<file path="src/spi_reg_pkg.sv">
// shared types and constants for the SPI register bank
// the address width follows REG_COUNT, which must stay a power of two
`default_nettype none

package spi_reg_pkg;

    // number of registers in the map, address 0 is the read-only id
    localparam int REG_COUNT = 8;

    // one SPI byte, also the width of every register
    typedef logic [7:0] reg_data_t;

    // register address, wraps modulo REG_COUNT when incremented
    typedef logic [$clog2(REG_COUNT)-1:0] reg_addr_t;

    // value returned for reads of address 0
    localparam reg_data_t REG_ID_VALUE = 8'hA5;

    // bit of the command byte that selects a write frame
    localparam int CMD_WRITE_BIT = 7;

    // frame controller states
    // FS_RD_FETCH has a bus read in flight, FS_RD_WAIT holds the fetched
    // byte until the slave takes it, FS_STREAM waits for the next byte
    typedef enum logic [2:0] {
        FS_IDLE,
        FS_CMD,
        FS_WR_DATA,
        FS_RD_FETCH,
        FS_RD_WAIT,
        FS_STREAM
    } frame_state_t;

endpackage

`default_nettype wire

</file>
<file path="src/spi_byte_if.sv">
// byte-level link between the SPI slave and the frame controller
// all signals are in the clk domain, pulses last one cycle
`timescale 1ns/1ps
`default_nettype none

interface spi_byte_if;
    import spi_reg_pkg::*;

    // received byte, valid in the cycle rx_valid is high
    reg_data_t rx_byte;
    logic      rx_valid;
    // high while select is low, after synchronization
    logic      frame_active;
    // byte that the slave loads at the next byte boundary
    reg_data_t tx_byte;
    // pulses when the slave copies tx_byte into its shift register
    logic      tx_taken;

    modport slave (
        output rx_byte, rx_valid, frame_active, tx_taken,
        input  tx_byte
    );

    modport master (
        input  rx_byte, rx_valid, frame_active, tx_taken,
        output tx_byte
    );

endinterface

`default_nettype wire

</file>
<file path="src/wb_bus_if.sv">
// internal Wishbone classic bus, no err, rty or sel lines
`timescale 1ns/1ps
`default_nettype none

interface wb_bus_if;
    import spi_reg_pkg::*;

    logic      cyc;
    logic      stb;
    logic      we;
    reg_addr_t adr;
    reg_data_t dat_w;
    reg_data_t dat_r;
    logic      ack;

    modport master (
        output cyc, stb, we, adr, dat_w,
        input  dat_r, ack
    );

    modport slave (
        input  cyc, stb, we, adr, dat_w,
        output dat_r, ack
    );

endinterface

`default_nettype wire

</file>
<file path="src/spi_slave.sv">
// SPI mode 0 slave that oversamples the pins with clk
// each SPI clock phase must last at least 6 clk cycles
// MISO is driven low outside a frame and never tri-stated
`timescale 1ns/1ps
`default_nettype none

module spi_slave (
    input  logic       clk,
    input  logic       arst_n,
    input  logic       spi_clk,
    input  logic       spi_ss_n,
    input  logic       spi_mosi,
    output logic       spi_miso,
    spi_byte_if.slave  bytes
);
    import spi_reg_pkg::*;

    // two-flop synchronizers, index 1 is the stable copy
    logic [1:0] clk_sync;
    logic [1:0] ss_sync;
    logic [1:0] mosi_sync;
    // previous synchronized SPI clock, for edge detection
    logic       clk_prev;
    logic       active;
    logic [2:0] bit_cnt;
    reg_data_t  rx_shift;
    reg_data_t  tx_shift;
    logic       rx_valid_q;
    logic       tx_taken_q;
    logic       clk_rise;
    logic       clk_fall;
    logic       in_frame;

    // edges are decided one cycle after the synchronizer output moves
    assign clk_rise = clk_sync[1] & ~clk_prev;
    assign clk_fall = ~clk_sync[1] & clk_prev;
    assign in_frame = ~ss_sync[1];

    always_ff @(posedge clk or negedge arst_n) begin
        if (!arst_n) begin
            clk_sync  <= 2'b00;
            // select idles high, so the synchronizer starts there too
            ss_sync   <= 2'b11;
            mosi_sync <= 2'b00;
            clk_prev  <= 1'b0;
        end else begin
            clk_sync  <= {clk_sync[0], spi_clk};
            ss_sync   <= {ss_sync[0], spi_ss_n};
            mosi_sync <= {mosi_sync[0], spi_mosi};
            clk_prev  <= clk_sync[1];
        end
    end

    always_ff @(posedge clk or negedge arst_n) begin
        if (!arst_n) begin
            active     <= 1'b0;
            bit_cnt    <= '0;
            rx_shift   <= '0;
            tx_shift   <= '0;
            rx_valid_q <= 1'b0;
            tx_taken_q <= 1'b0;
        end else begin
            // active and the pulses come from the same in_frame sample, so
            // a pulse is never seen outside frame_active
            active     <= in_frame;
            rx_valid_q <= 1'b0;
            tx_taken_q <= 1'b0;
            if (!in_frame) begin
                // between frames everything returns to its idle value and
                // a partial byte is thrown away
                bit_cnt  <= '0;
                rx_shift <= '0;
                tx_shift <= '0;
            end else if (clk_rise) begin
                // sample MOSI, the eighth bit completes the byte
                rx_shift <= {rx_shift[6:0], mosi_sync[1]};
                bit_cnt  <= bit_cnt + 3'd1;
                if (bit_cnt == 3'd7) begin
                    rx_valid_q <= 1'b1;
                end
            end else if (clk_fall) begin
                // a falling edge with the counter back at zero is the
                // eighth one of a byte, so the next byte gets loaded
                if (bit_cnt == 3'd0) begin
                    tx_shift   <= bytes.tx_byte;
                    tx_taken_q <= 1'b1;
                end else begin
                    tx_shift <= {tx_shift[6:0], 1'b0};
                end
            end
        end
    end

    // the receive register already holds the full byte when rx_valid is set
    assign bytes.rx_byte      = rx_shift;
    assign bytes.rx_valid     = rx_valid_q;
    assign bytes.frame_active = active;
    assign bytes.tx_taken     = tx_taken_q;

    // MSB first, the master samples it on the next rising edge
    assign spi_miso = tx_shift[7];

endmodule

`default_nettype wire

</file>
<file path="src/spi_frame_ctrl.sv">
// turns the SPI byte stream into Wishbone accesses, command byte first
// bit 7 of the command selects write, the low bits give the start address
// relies on every bus cycle ending before the next byte boundary
`timescale 1ns/1ps
`default_nettype none

module spi_frame_ctrl (
    input  logic        clk,
    input  logic        arst_n,
    spi_byte_if.master  bytes,
    wb_bus_if.master    bus
);
    import spi_reg_pkg::*;

    frame_state_t state;
    // current register address of the frame
    reg_addr_t    addr;
    // cyc and stb move together in this master
    logic         bus_req;
    logic         bus_we;
    reg_addr_t    bus_adr;
    reg_data_t    bus_dat_w;
    reg_data_t    tx_data;
    logic         bus_done;
    logic         start_wr;
    logic         start_rd;
    reg_addr_t    rd_addr;

    assign bus_done = bus_req & bus.ack;

    // a data byte of a write frame starts a write at the current address
    assign start_wr = bytes.rx_valid && (state == FS_WR_DATA);

    // a read command or a finished read byte starts the next prefetch
    always_comb begin
        start_rd = 1'b0;
        rd_addr  = addr;
        if (bytes.rx_valid) begin
            if (state == FS_CMD && !bytes.rx_byte[CMD_WRITE_BIT]) begin
                start_rd = 1'b1;
                rd_addr  = reg_addr_t'(bytes.rx_byte);
            end else if (state == FS_STREAM) begin
                start_rd = 1'b1;
            end
        end
    end

    always_ff @(posedge clk or negedge arst_n) begin
        if (!arst_n) begin
            state   <= FS_IDLE;
            addr    <= '0;
            bus_req <= 1'b0;
            tx_data <= '0;
        end else begin
            // ack lasts one cycle and the request drops right after it
            if (bus_done) begin
                bus_req <= 1'b0;
            end
            if (start_wr || start_rd) begin
                bus_req <= 1'b1;
            end

            case (state)
                FS_IDLE: begin
                    // MISO carries zeros during the command byte
                    tx_data <= '0;
                    if (bytes.frame_active) begin
                        state <= FS_CMD;
                    end
                end
                FS_CMD: begin
                    if (bytes.rx_valid) begin
                        addr <= reg_addr_t'(bytes.rx_byte);
                        if (bytes.rx_byte[CMD_WRITE_BIT]) begin
                            state <= FS_WR_DATA;
                        end else begin
                            state <= FS_RD_FETCH;
                        end
                    end
                end
                FS_WR_DATA: begin
                    // move on once the register has taken the byte
                    if (bus_done) begin
                        addr <= addr + reg_addr_t'(1);
                    end
                end
                FS_RD_FETCH: begin
                    if (bus_done) begin
                        tx_data <= bus.dat_r;
                        state   <= FS_RD_WAIT;
                    end
                end
                FS_RD_WAIT: begin
                    // the slave now shifts this byte out, so the address
                    // can advance for the next prefetch
                    if (bytes.tx_taken) begin
                        addr  <= addr + reg_addr_t'(1);
                        state <= FS_STREAM;
                    end
                end
                FS_STREAM: begin
                    if (start_rd) begin
                        state <= FS_RD_FETCH;
                    end
                end
                default: begin
                    state <= FS_IDLE;
                end
            endcase

            // select went high, leave once no bus cycle is in flight
            if (!bytes.frame_active && !bus_req && state != FS_IDLE) begin
                state <= FS_IDLE;
            end
        end
    end

    // address, data and direction are only looked at while cyc is high
    always_ff @(posedge clk) begin
        if (start_wr) begin
            bus_we    <= 1'b1;
            bus_adr   <= addr;
            bus_dat_w <= bytes.rx_byte;
        end else if (start_rd) begin
            bus_we  <= 1'b0;
            bus_adr <= rd_addr;
        end
    end

    assign bus.cyc       = bus_req;
    assign bus.stb       = bus_req;
    assign bus.we        = bus_we;
    assign bus.adr       = bus_adr;
    assign bus.dat_w     = bus_dat_w;
    assign bytes.tx_byte = tx_data;

endmodule

`default_nettype wire

</file>
<file path="src/spi_reg_file.sv">
// eight 8-bit registers on a Wishbone classic slave port
// address 0 reads as the id value and ignores writes
`timescale 1ns/1ps
`default_nettype none

module spi_reg_file (
    input  logic      clk,
    input  logic      arst_n,
    wb_bus_if.slave   bus
);
    import spi_reg_pkg::*;

    // address 0 has no storage behind it
    reg_data_t regs [1:REG_COUNT-1];
    logic      ack_q;
    reg_data_t dat_r_q;
    reg_data_t rd_data;
    logic      req;

    // a new request is one that has not been acknowledged yet
    assign req = bus.cyc & bus.stb & ~ack_q;

    always_comb begin
        rd_data = REG_ID_VALUE;
        for (int k = 1; k < REG_COUNT; k++) begin
            if (bus.adr == reg_addr_t'(k)) begin
                rd_data = regs[k];
            end
        end
    end

    always_ff @(posedge clk or negedge arst_n) begin
        if (!arst_n) begin
            ack_q <= 1'b0;
        end else begin
            // one cycle after strobe, and never two in a row
            ack_q <= req;
        end
    end

    // the write lands at the end of the ack cycle, when the transfer
    // completes on the bus
    always_ff @(posedge clk or negedge arst_n) begin
        if (!arst_n) begin
            for (int k = 1; k < REG_COUNT; k++) begin
                regs[k] <= '0;
            end
        end else if (bus.cyc && bus.stb && bus.we && ack_q) begin
            for (int k = 1; k < REG_COUNT; k++) begin
                if (bus.adr == reg_addr_t'(k)) begin
                    regs[k] <= bus.dat_w;
                end
            end
        end
    end

    // read data is valid together with ack
    always_ff @(posedge clk) begin
        if (req) begin
            dat_r_q <= rd_data;
        end
    end

    assign bus.ack   = ack_q;
    assign bus.dat_r = dat_r_q;

endmodule

`default_nettype wire

</file>
<file path="src/spi_reg_top.sv">
// SPI mode 0 register bank, eight registers reached only over SPI
// each SPI clock phase must last at least 6 clk cycles
`timescale 1ns/1ps
`default_nettype none

module spi_reg_top (
    input  logic clk,
    input  logic arst_n,
    input  logic spi_clk,
    input  logic spi_ss_n,
    input  logic spi_mosi,
    output logic spi_miso
);

    spi_byte_if u_bytes ();
    wb_bus_if   u_bus ();

    // pin side, byte framing and MISO shifting
    spi_slave u_spi_slave (
        .clk      (clk),
        .arst_n   (arst_n),
        .spi_clk  (spi_clk),
        .spi_ss_n (spi_ss_n),
        .spi_mosi (spi_mosi),
        .spi_miso (spi_miso),
        .bytes    (u_bytes.slave)
    );

    // command decode and bus master
    spi_frame_ctrl u_frame_ctrl (
        .clk    (clk),
        .arst_n (arst_n),
        .bytes  (u_bytes.master),
        .bus    (u_bus.master)
    );

    spi_reg_file u_reg_file (
        .clk    (clk),
        .arst_n (arst_n),
        .bus    (u_bus.slave)
    );

endmodule

`default_nettype wire

</file>
<file path="config.mk">
export PLATFORM = sky130hd
export DESIGN_NAME = spi_reg_top
export DESIGN_NICKNAME = d
export VERILOG_FILES = /design/src/spi_reg_pkg.sv /design/src/spi_byte_if.sv /design/src/wb_bus_if.sv /design/src/spi_slave.sv /design/src/spi_frame_ctrl.sv /design/src/spi_reg_file.sv /design/src/spi_reg_top.sv
export SDC_FILE = /design/constraint.sdc
export NUM_CORES = 1
export LEC_CHECK = 0
export ABC_AREA = 1
export BUFFER_PORTS_ARGS = -buffer_cell sky130_fd_sc_hd__buf_2
export CORE_ASPECT_RATIO = 0.5
export CORE_MARGIN = 1
export CORE_UTILIZATION = 56
export DETAILED_ROUTE_END_ITERATION = 10
export PLACE_DENSITY = 0.82
export REMOVE_ABC_BUFFERS = 1
export SYNTH_ARGS = -nofsm -noshare
export SYNTH_HDL_FRONTEND = slang
export SYNTH_SLANG_ARGS = --single-unit
</file>
<file path="constraint.sdc">
create_clock -name clk -period 1.4 [get_ports clk]
set_input_delay 0.07 -clock clk [delete_from_list [all_inputs] [get_ports clk]]
set_output_delay 0.07 -clock clk [all_outputs]
set_load 0.03 [all_outputs]
</file>
# After elaboration in Yosys (flattened, before gate mapping)
# Index checks and enable logic that the tools add are counted.
# totals
out_inout_bits	1
input_bits	5
register_bits	121
# op_classes
reduce_logical	30
muxes	45
eq_ne	24
bitwise	8
n_addsub	2
# ops
operator	n
$mux W8	14
$mux W3	15
$eq A3 B3 Y1 const B	7
$pmux W3 S6	1
$reduce_and A2 Y1	9
$pmux W8 S2	1
$mux W1	13
$eq A3 B2 Y1 const B	4
$reduce_bool A2 Y1	5
$ne A3 B2 Y1 const B	3
$pmux W3 S3	1
$add A3 B1 Y3 const B	2
$eq A3 B1 Y1 const B	2
$logic_and A1 B1 Y1	6
$logic_not A3 Y1	2
$ne A2 B1 Y1 const B	3
$ne A2 B2 Y1 const B	3
$reduce_and A6 Y1	1
$reduce_bool A3 Y1	2
$and A1 B1 Y1	4
$not A1 Y1	4
$reduce_and A4 Y1	1
$logic_not A1 Y1	3
$ne A3 B1 Y1 const B	1
2 further kinds	2

# Logic depth before layout (Yosys ltp)
# logic_depth
depth_word	8
depth_mapped	9
ltp_nobuf	8

# Hierarchy
# From an unflattened synthesis, not the netlist that was laid out.
# hier_totals
cells_unflattened	615
hier_area_um2	5535.3
# modules_own_cells
mod	n_inst	area_each_um2	seq_area_each_um2	cells_each
spi_reg_file	1	2959.1	1666.6	326
spi_frame_ctrl	1	1350.0	725.7	156
spi_slave	1	1226.2	728.2	133

# Worst setup path before layout
# Ideal clock, no wire load.
# synth_path
path_type	reg2reg
from	register u_frame_ctrl.bus_adr[2], in the netlist u_frame_ctrl.bus.adr[2]
to	register u_reg_file.dat_r_q[0], in the netlist u_reg_file.bus.dat_r[0] (data pin)
slack_ps	-36
period_less_slack_ps	1436
arrival_time_ps	1182
t_required_ps	1146
path_stages_with_launch	8
path_buffers	1
path_cell_list	edfxtp_1 > inv_2 > buf_1 > nand3_1 > nand2_1 > nor2_1 > nand4_1 > nand2_1
# synth_via
elab_chain_len	8
# synth_rtl
element	line	source
from (decl)	spi_frame_ctrl.sv:21	reg_addr_t bus_adr;
from (signal assigned)	spi_frame_ctrl.sv:122	bus_adr <= addr;
from (signal assigned)	spi_frame_ctrl.sv:126	bus_adr <= rd_addr;
$eq A3 B1 Y1	spi_reg_file.sv:26	if (bus.adr == reg_addr_t'(k)) begin
$mux W8 (6 in series)	spi_reg_file.sv:26	
$mux W8 *	spi_reg_file.sv:26	
net u_reg_file.rd_data[0]	spi_reg_file.sv:17	reg_data_t rd_data;
to (signal assigned)	spi_reg_file.sv:60	dat_r_q <= rd_data;
to (decl)	spi_reg_file.sv:16	reg_data_t dat_r_q;
# The timed path passes the listed nets; every way through them passes the cells marked *.
# A chain may end at the register's enable or synchronous reset.

# Final worst setup path
# layout_path
from	register u_frame_ctrl.bus_adr[1], in the netlist u_frame_ctrl.bus.adr[1]
to	register u_reg_file.dat_r_q[0], in the netlist u_reg_file.bus.dat_r[0] (data pin)
# Same word-level chain as after synthesis.

==> run_results.csv <==
group,metric,value,unit
status,status,"finished with violations",
status,violations,"design-rule violations, negative setup slack",
worst_setup_path,cp-end-kind,"flip-flop",
drt,first_pass_iters,9,
logic_synthesis,synthMostInstantiatedCell,"nand2_1",
clock_network,htree_levels,4,
floorplan,die_h,69.75,um
worst_setup_path,max_stage_delay,520,ps
floorplan,rows,24,
floorplan,die_area,9591,sq um
clock_network,clkTransAtPathRegs,60,ps
global_routing,grt_pass1_vias,4163,
logic_synthesis,synth_top_flop_cell,"dfrtp_1",
worst_setup_path,cp.required,1560,ps
place,gp_congestion,0.9132,
global_routing,antenna_found_initial,0,
timing,slew_headroom,72.88,%
clock_network,cts_tree,"built",
floorplan,coreArea,8798,sq um
logic_synthesis,synthSimpleGateAreaFrac,21.78,%
clock_network,clock_latency,420,ps
timing,slew_violations,0,
global_routing,grt_usage,30.13,%
logic_synthesis,synth_area_leaders,"dfrtp_1 48%, edfxtp_1 11%, nand2_1 9.8%",
logic_synthesis,yosys_warnings,0,
logic_synthesis,synth_top_cells_by_count,"134 x nand2_1, 99 x dfrtp_1, 73 x o21ai_0, 60 x inv_1, 52 x nor2_1",
logic_synthesis,synth_adder_area_share,0.9735,%
logic_synthesis,synth_edf_count,19,
logic_synthesis,ys_seq_area_share,60.70,%
global_routing,grt_pass1_wl,21090,um
worst_setup_path,cp-start-kind,"flip-flop",
cells_and_area,stdcell_area,6640,sq um
global_routing,grt_max_degree,41,
global_routing,overflow,0,
timing,worst_slack,-215.1,ps
clock_network,cts.sinks,121,
worst_setup_path,rr_startpoint,"u_frame_ctrl.bus.adr[1]",
worst_setup_path,crit_top_cell,"nand2_1",
cells_and_area,fillers,490,
cells_and_area,area_delta_synth_final,29.16,%
logic_synthesis,synth_top_family_by_area,"simple AND/OR/NAND/NOR gates",
drt,postRouteAntennaNets,0,
logic_synthesis,async_flop_share,83.47,%
place,postPlaceCellArea,5515,sq um
worst_setup_path,crit_path_start,"u_frame_ctrl.bus.adr[1]",
worst_setup_path,reg2reg_to,"u_reg_file.bus.dat_r[0]",
cells_and_area,seq_area,3123,sq um
clock_network,root_buffer,"clkbuf_16",
clock_network,clock_path_buffers,2,
timing,holdWs,131.1,ps
power,vdd_drop_max,972.2,uV
cells_and_area,num-nets-final,636,
place,io_buffers,5,
power,power.density,1432,nW/um^2
worst_setup_path,worstPathMaxFanout,5,
cells_and_area,drive_gt1_share,27.50,%
logic_synthesis,synth.top_cell.area_share,48.19,%
cells_and_area,fin_util,75.47,%
logic_synthesis,synth-xor-area-share,0.1704,%
logic_synthesis,ys_ff_latch,121,
timing,setup_viol,54,
timing,rsz0062_at_grt,"true",
logic_synthesis,syn_inst,565,
worst_setup_path,reg2reg_depth,7,
worst_setup_path,reg2reg_slack,-220,ps
cells_and_area,multi_input_area,2048,sq um
timing,min_period,1615,ps
timing,worst_pin_slew,406.8,ps
worst_setup_path,crit_path_top_delay_cell,"edfxtp_1",
place,dp_hpwl,7481,um
clock_network,cts_buffers,17,
worst_setup_path,crit_chain,"inv_4, nand2_2, nor2_2, buf_4, nand2_1, nand4_1, nand2_1",
timing,fin_crit_sh,115.4,%
timing,fin_skew,10.22,ps
floorplan,start_util,58.43,%
logic_synthesis,yosysTopAreaCell,"dfrtp_1",
drt,drc,2,
logic_synthesis,synth_compound_area_share,10.20,%
cells_and_area,antenna_cells,0,
drt,wl_per_cell,20.16,um
worst_setup_path,path_class,"flip-flop to flip-flop",
floorplan,dieWidth,137.5,um
logic_synthesis,syn_area,5141,sq um
timing,max_freq,0.6191,GHz
drt,drtIter0Drc,657,
power,design_power_total,9506,uW
logic_synthesis,avgSynthCellArea,9.099,sq um
timing,fin_setup_tns,-3116,ps
drt,vias,4642,
worst_setup_path,worstPathArrival,1780,ps
drt,wl,15260,um
run,drv_cap,0,
worst_setup_path,cp-endpoint,"u_reg_file.bus.dat_r[0]",
timing,hold_viol,0,
power,leakagePower,0.003101,uW
drt,vias_per_cell,6.132,
min_path,min_path_type,"input port to asynchronous set/reset pin",
logic_synthesis,synthMuxAreaShare,0,%
floorplan,io_pins,6,
logic_synthesis,yosys.cell_types.count,30,
metal layers:
layer	vias up	wire [um]	share of wire (%)	GRT usage, %
li1	1975	-	-	-
met4	0	831	5.4	15.02
met2	382	6986	46	44.11
met1	2175	5827	38	40.87
met5	-	0	0	0
met3	110	1618	11	9.137
cell usage in the layout (no fill, tap or decap), types with 5 or more instances in the layout:
| cell type | netlist | final |
|---|---|---|
| nand3_1 | 42 | 32 |
| buf_4 | 3 | 28 |
| nor2_2 | 4 | 11 |
| inv_1 | 60 | 53 |
| o22ai_1 | 7 | 7 |
| nor2_1 | 52 | 36 |
| edfxtp_1 | 19 | 19 |
| o21ai_1 | 0 | 11 |
| or2_4 | 0 | 7 |
| clkbuf_16 | 0 | 17 |
| dfrtp_1 | 99 | 97 |
| a21oi_2 | 0 | 7 |
| nand3_2 | 3 | 9 |
| o21ai_2 | 0 | 8 |
| nand4_1 | 11 | 11 |
| o21ai_0 | 73 | 54 |
| nand2_1 | 134 | 111 |
| clkbuf_1 | 4 | 8 |
| nor2_4 | 1 | 11 |
| nand2_2 | 2 | 22 |
| inv_2 | 4 | 5 |
| a21oi_1 | 20 | 13 |
| inv_4 | 0 | 5 |
| buf_6 | 1 | 14 |
how the worst min path moves through the flow:
stage	startpoint	slack (ps)	to
final	arst_n	130	u_reg_file.regs[21]
after global routing	arst_n	180	u_reg_file.regs[21]
after CTS	arst_n	140	u_reg_file.regs[32]
after detailed placement	arst_n	30	u_spi_slave.tx_shift[7]
after global placement	arst_n	30	u_spi_slave.tx_shift[5]
after floorplan	arst_n	-230	u_frame_ctrl.addr[0]
through the flow:
step                      cells  setup WS [ps]
after floorplan             551         -74.53
after global placement      705         -121.1
after detailed placement    705         -153.1
after CTS                   750         -41.85
after global routing        757         -214.2
final                       757         -215.1
critical path, delay by kind of cell, from the launching register on:
kind / cells / cell delay [ps]
buffers and inverters: 2 / 340
and+or+nand+nor: 5 / 520
DFF: 1 / 520
power by group:
part / internal [uW] / switching [uW]
clock network: 2570 / 1510
registers: 3740 / 165
logic: 573 / 943
total: 6890 / 2620
state kept, by name (all words and copies together), names as in the netlist, 2 cells and up:
signal and cells:
u_reg_file.regs 56, u_frame_ctrl.state 3, u_spi_slave.mosi_sync 2, u_frame_ctrl.bus.adr 3
u_spi_slave.tx_shift 8, u_spi_slave.clk_sync 2, u_frame_ctrl.bytes.tx_byte 8, u_spi_slave.bit_cnt 3
u_frame_ctrl.bus.dat_w 8, u_frame_ctrl.addr 3, u_spi_slave.ss_sync 2, u_spi_slave.bytes.rx_byte 8
u_reg_file.bus.dat_r 8
kinds of logic after synthesis:
family,count (synthesis)
and+or+nand+nor,259
DFF,121
AOI/OAI and AO/OA,102
buffers and inverters,78
adders and majority gates,4
xor gates and xnor gates,1
timing repair:
action,in CTS,in global routing
pin swaps,9,24
setup endpoints to repair,85,98
hold buffers,4,0
gates resized for setup,38,104
endpoints found under the hold margin,102,0
buffers inserted,8,8
gates cloned,1,1
final cells by class:
cell class	count	area share (%)
Clock buffer	28	7.481
Inverter	64	3.882
Tap cell	117	2.205
Sequential cell	121	47.03
Clock inverter	4	0.6783
Timing Repair Buffer	55	7.876
Multi-Input combinational cell	368	30.85
No activity file was read; power rests on OpenSTA's default activity.
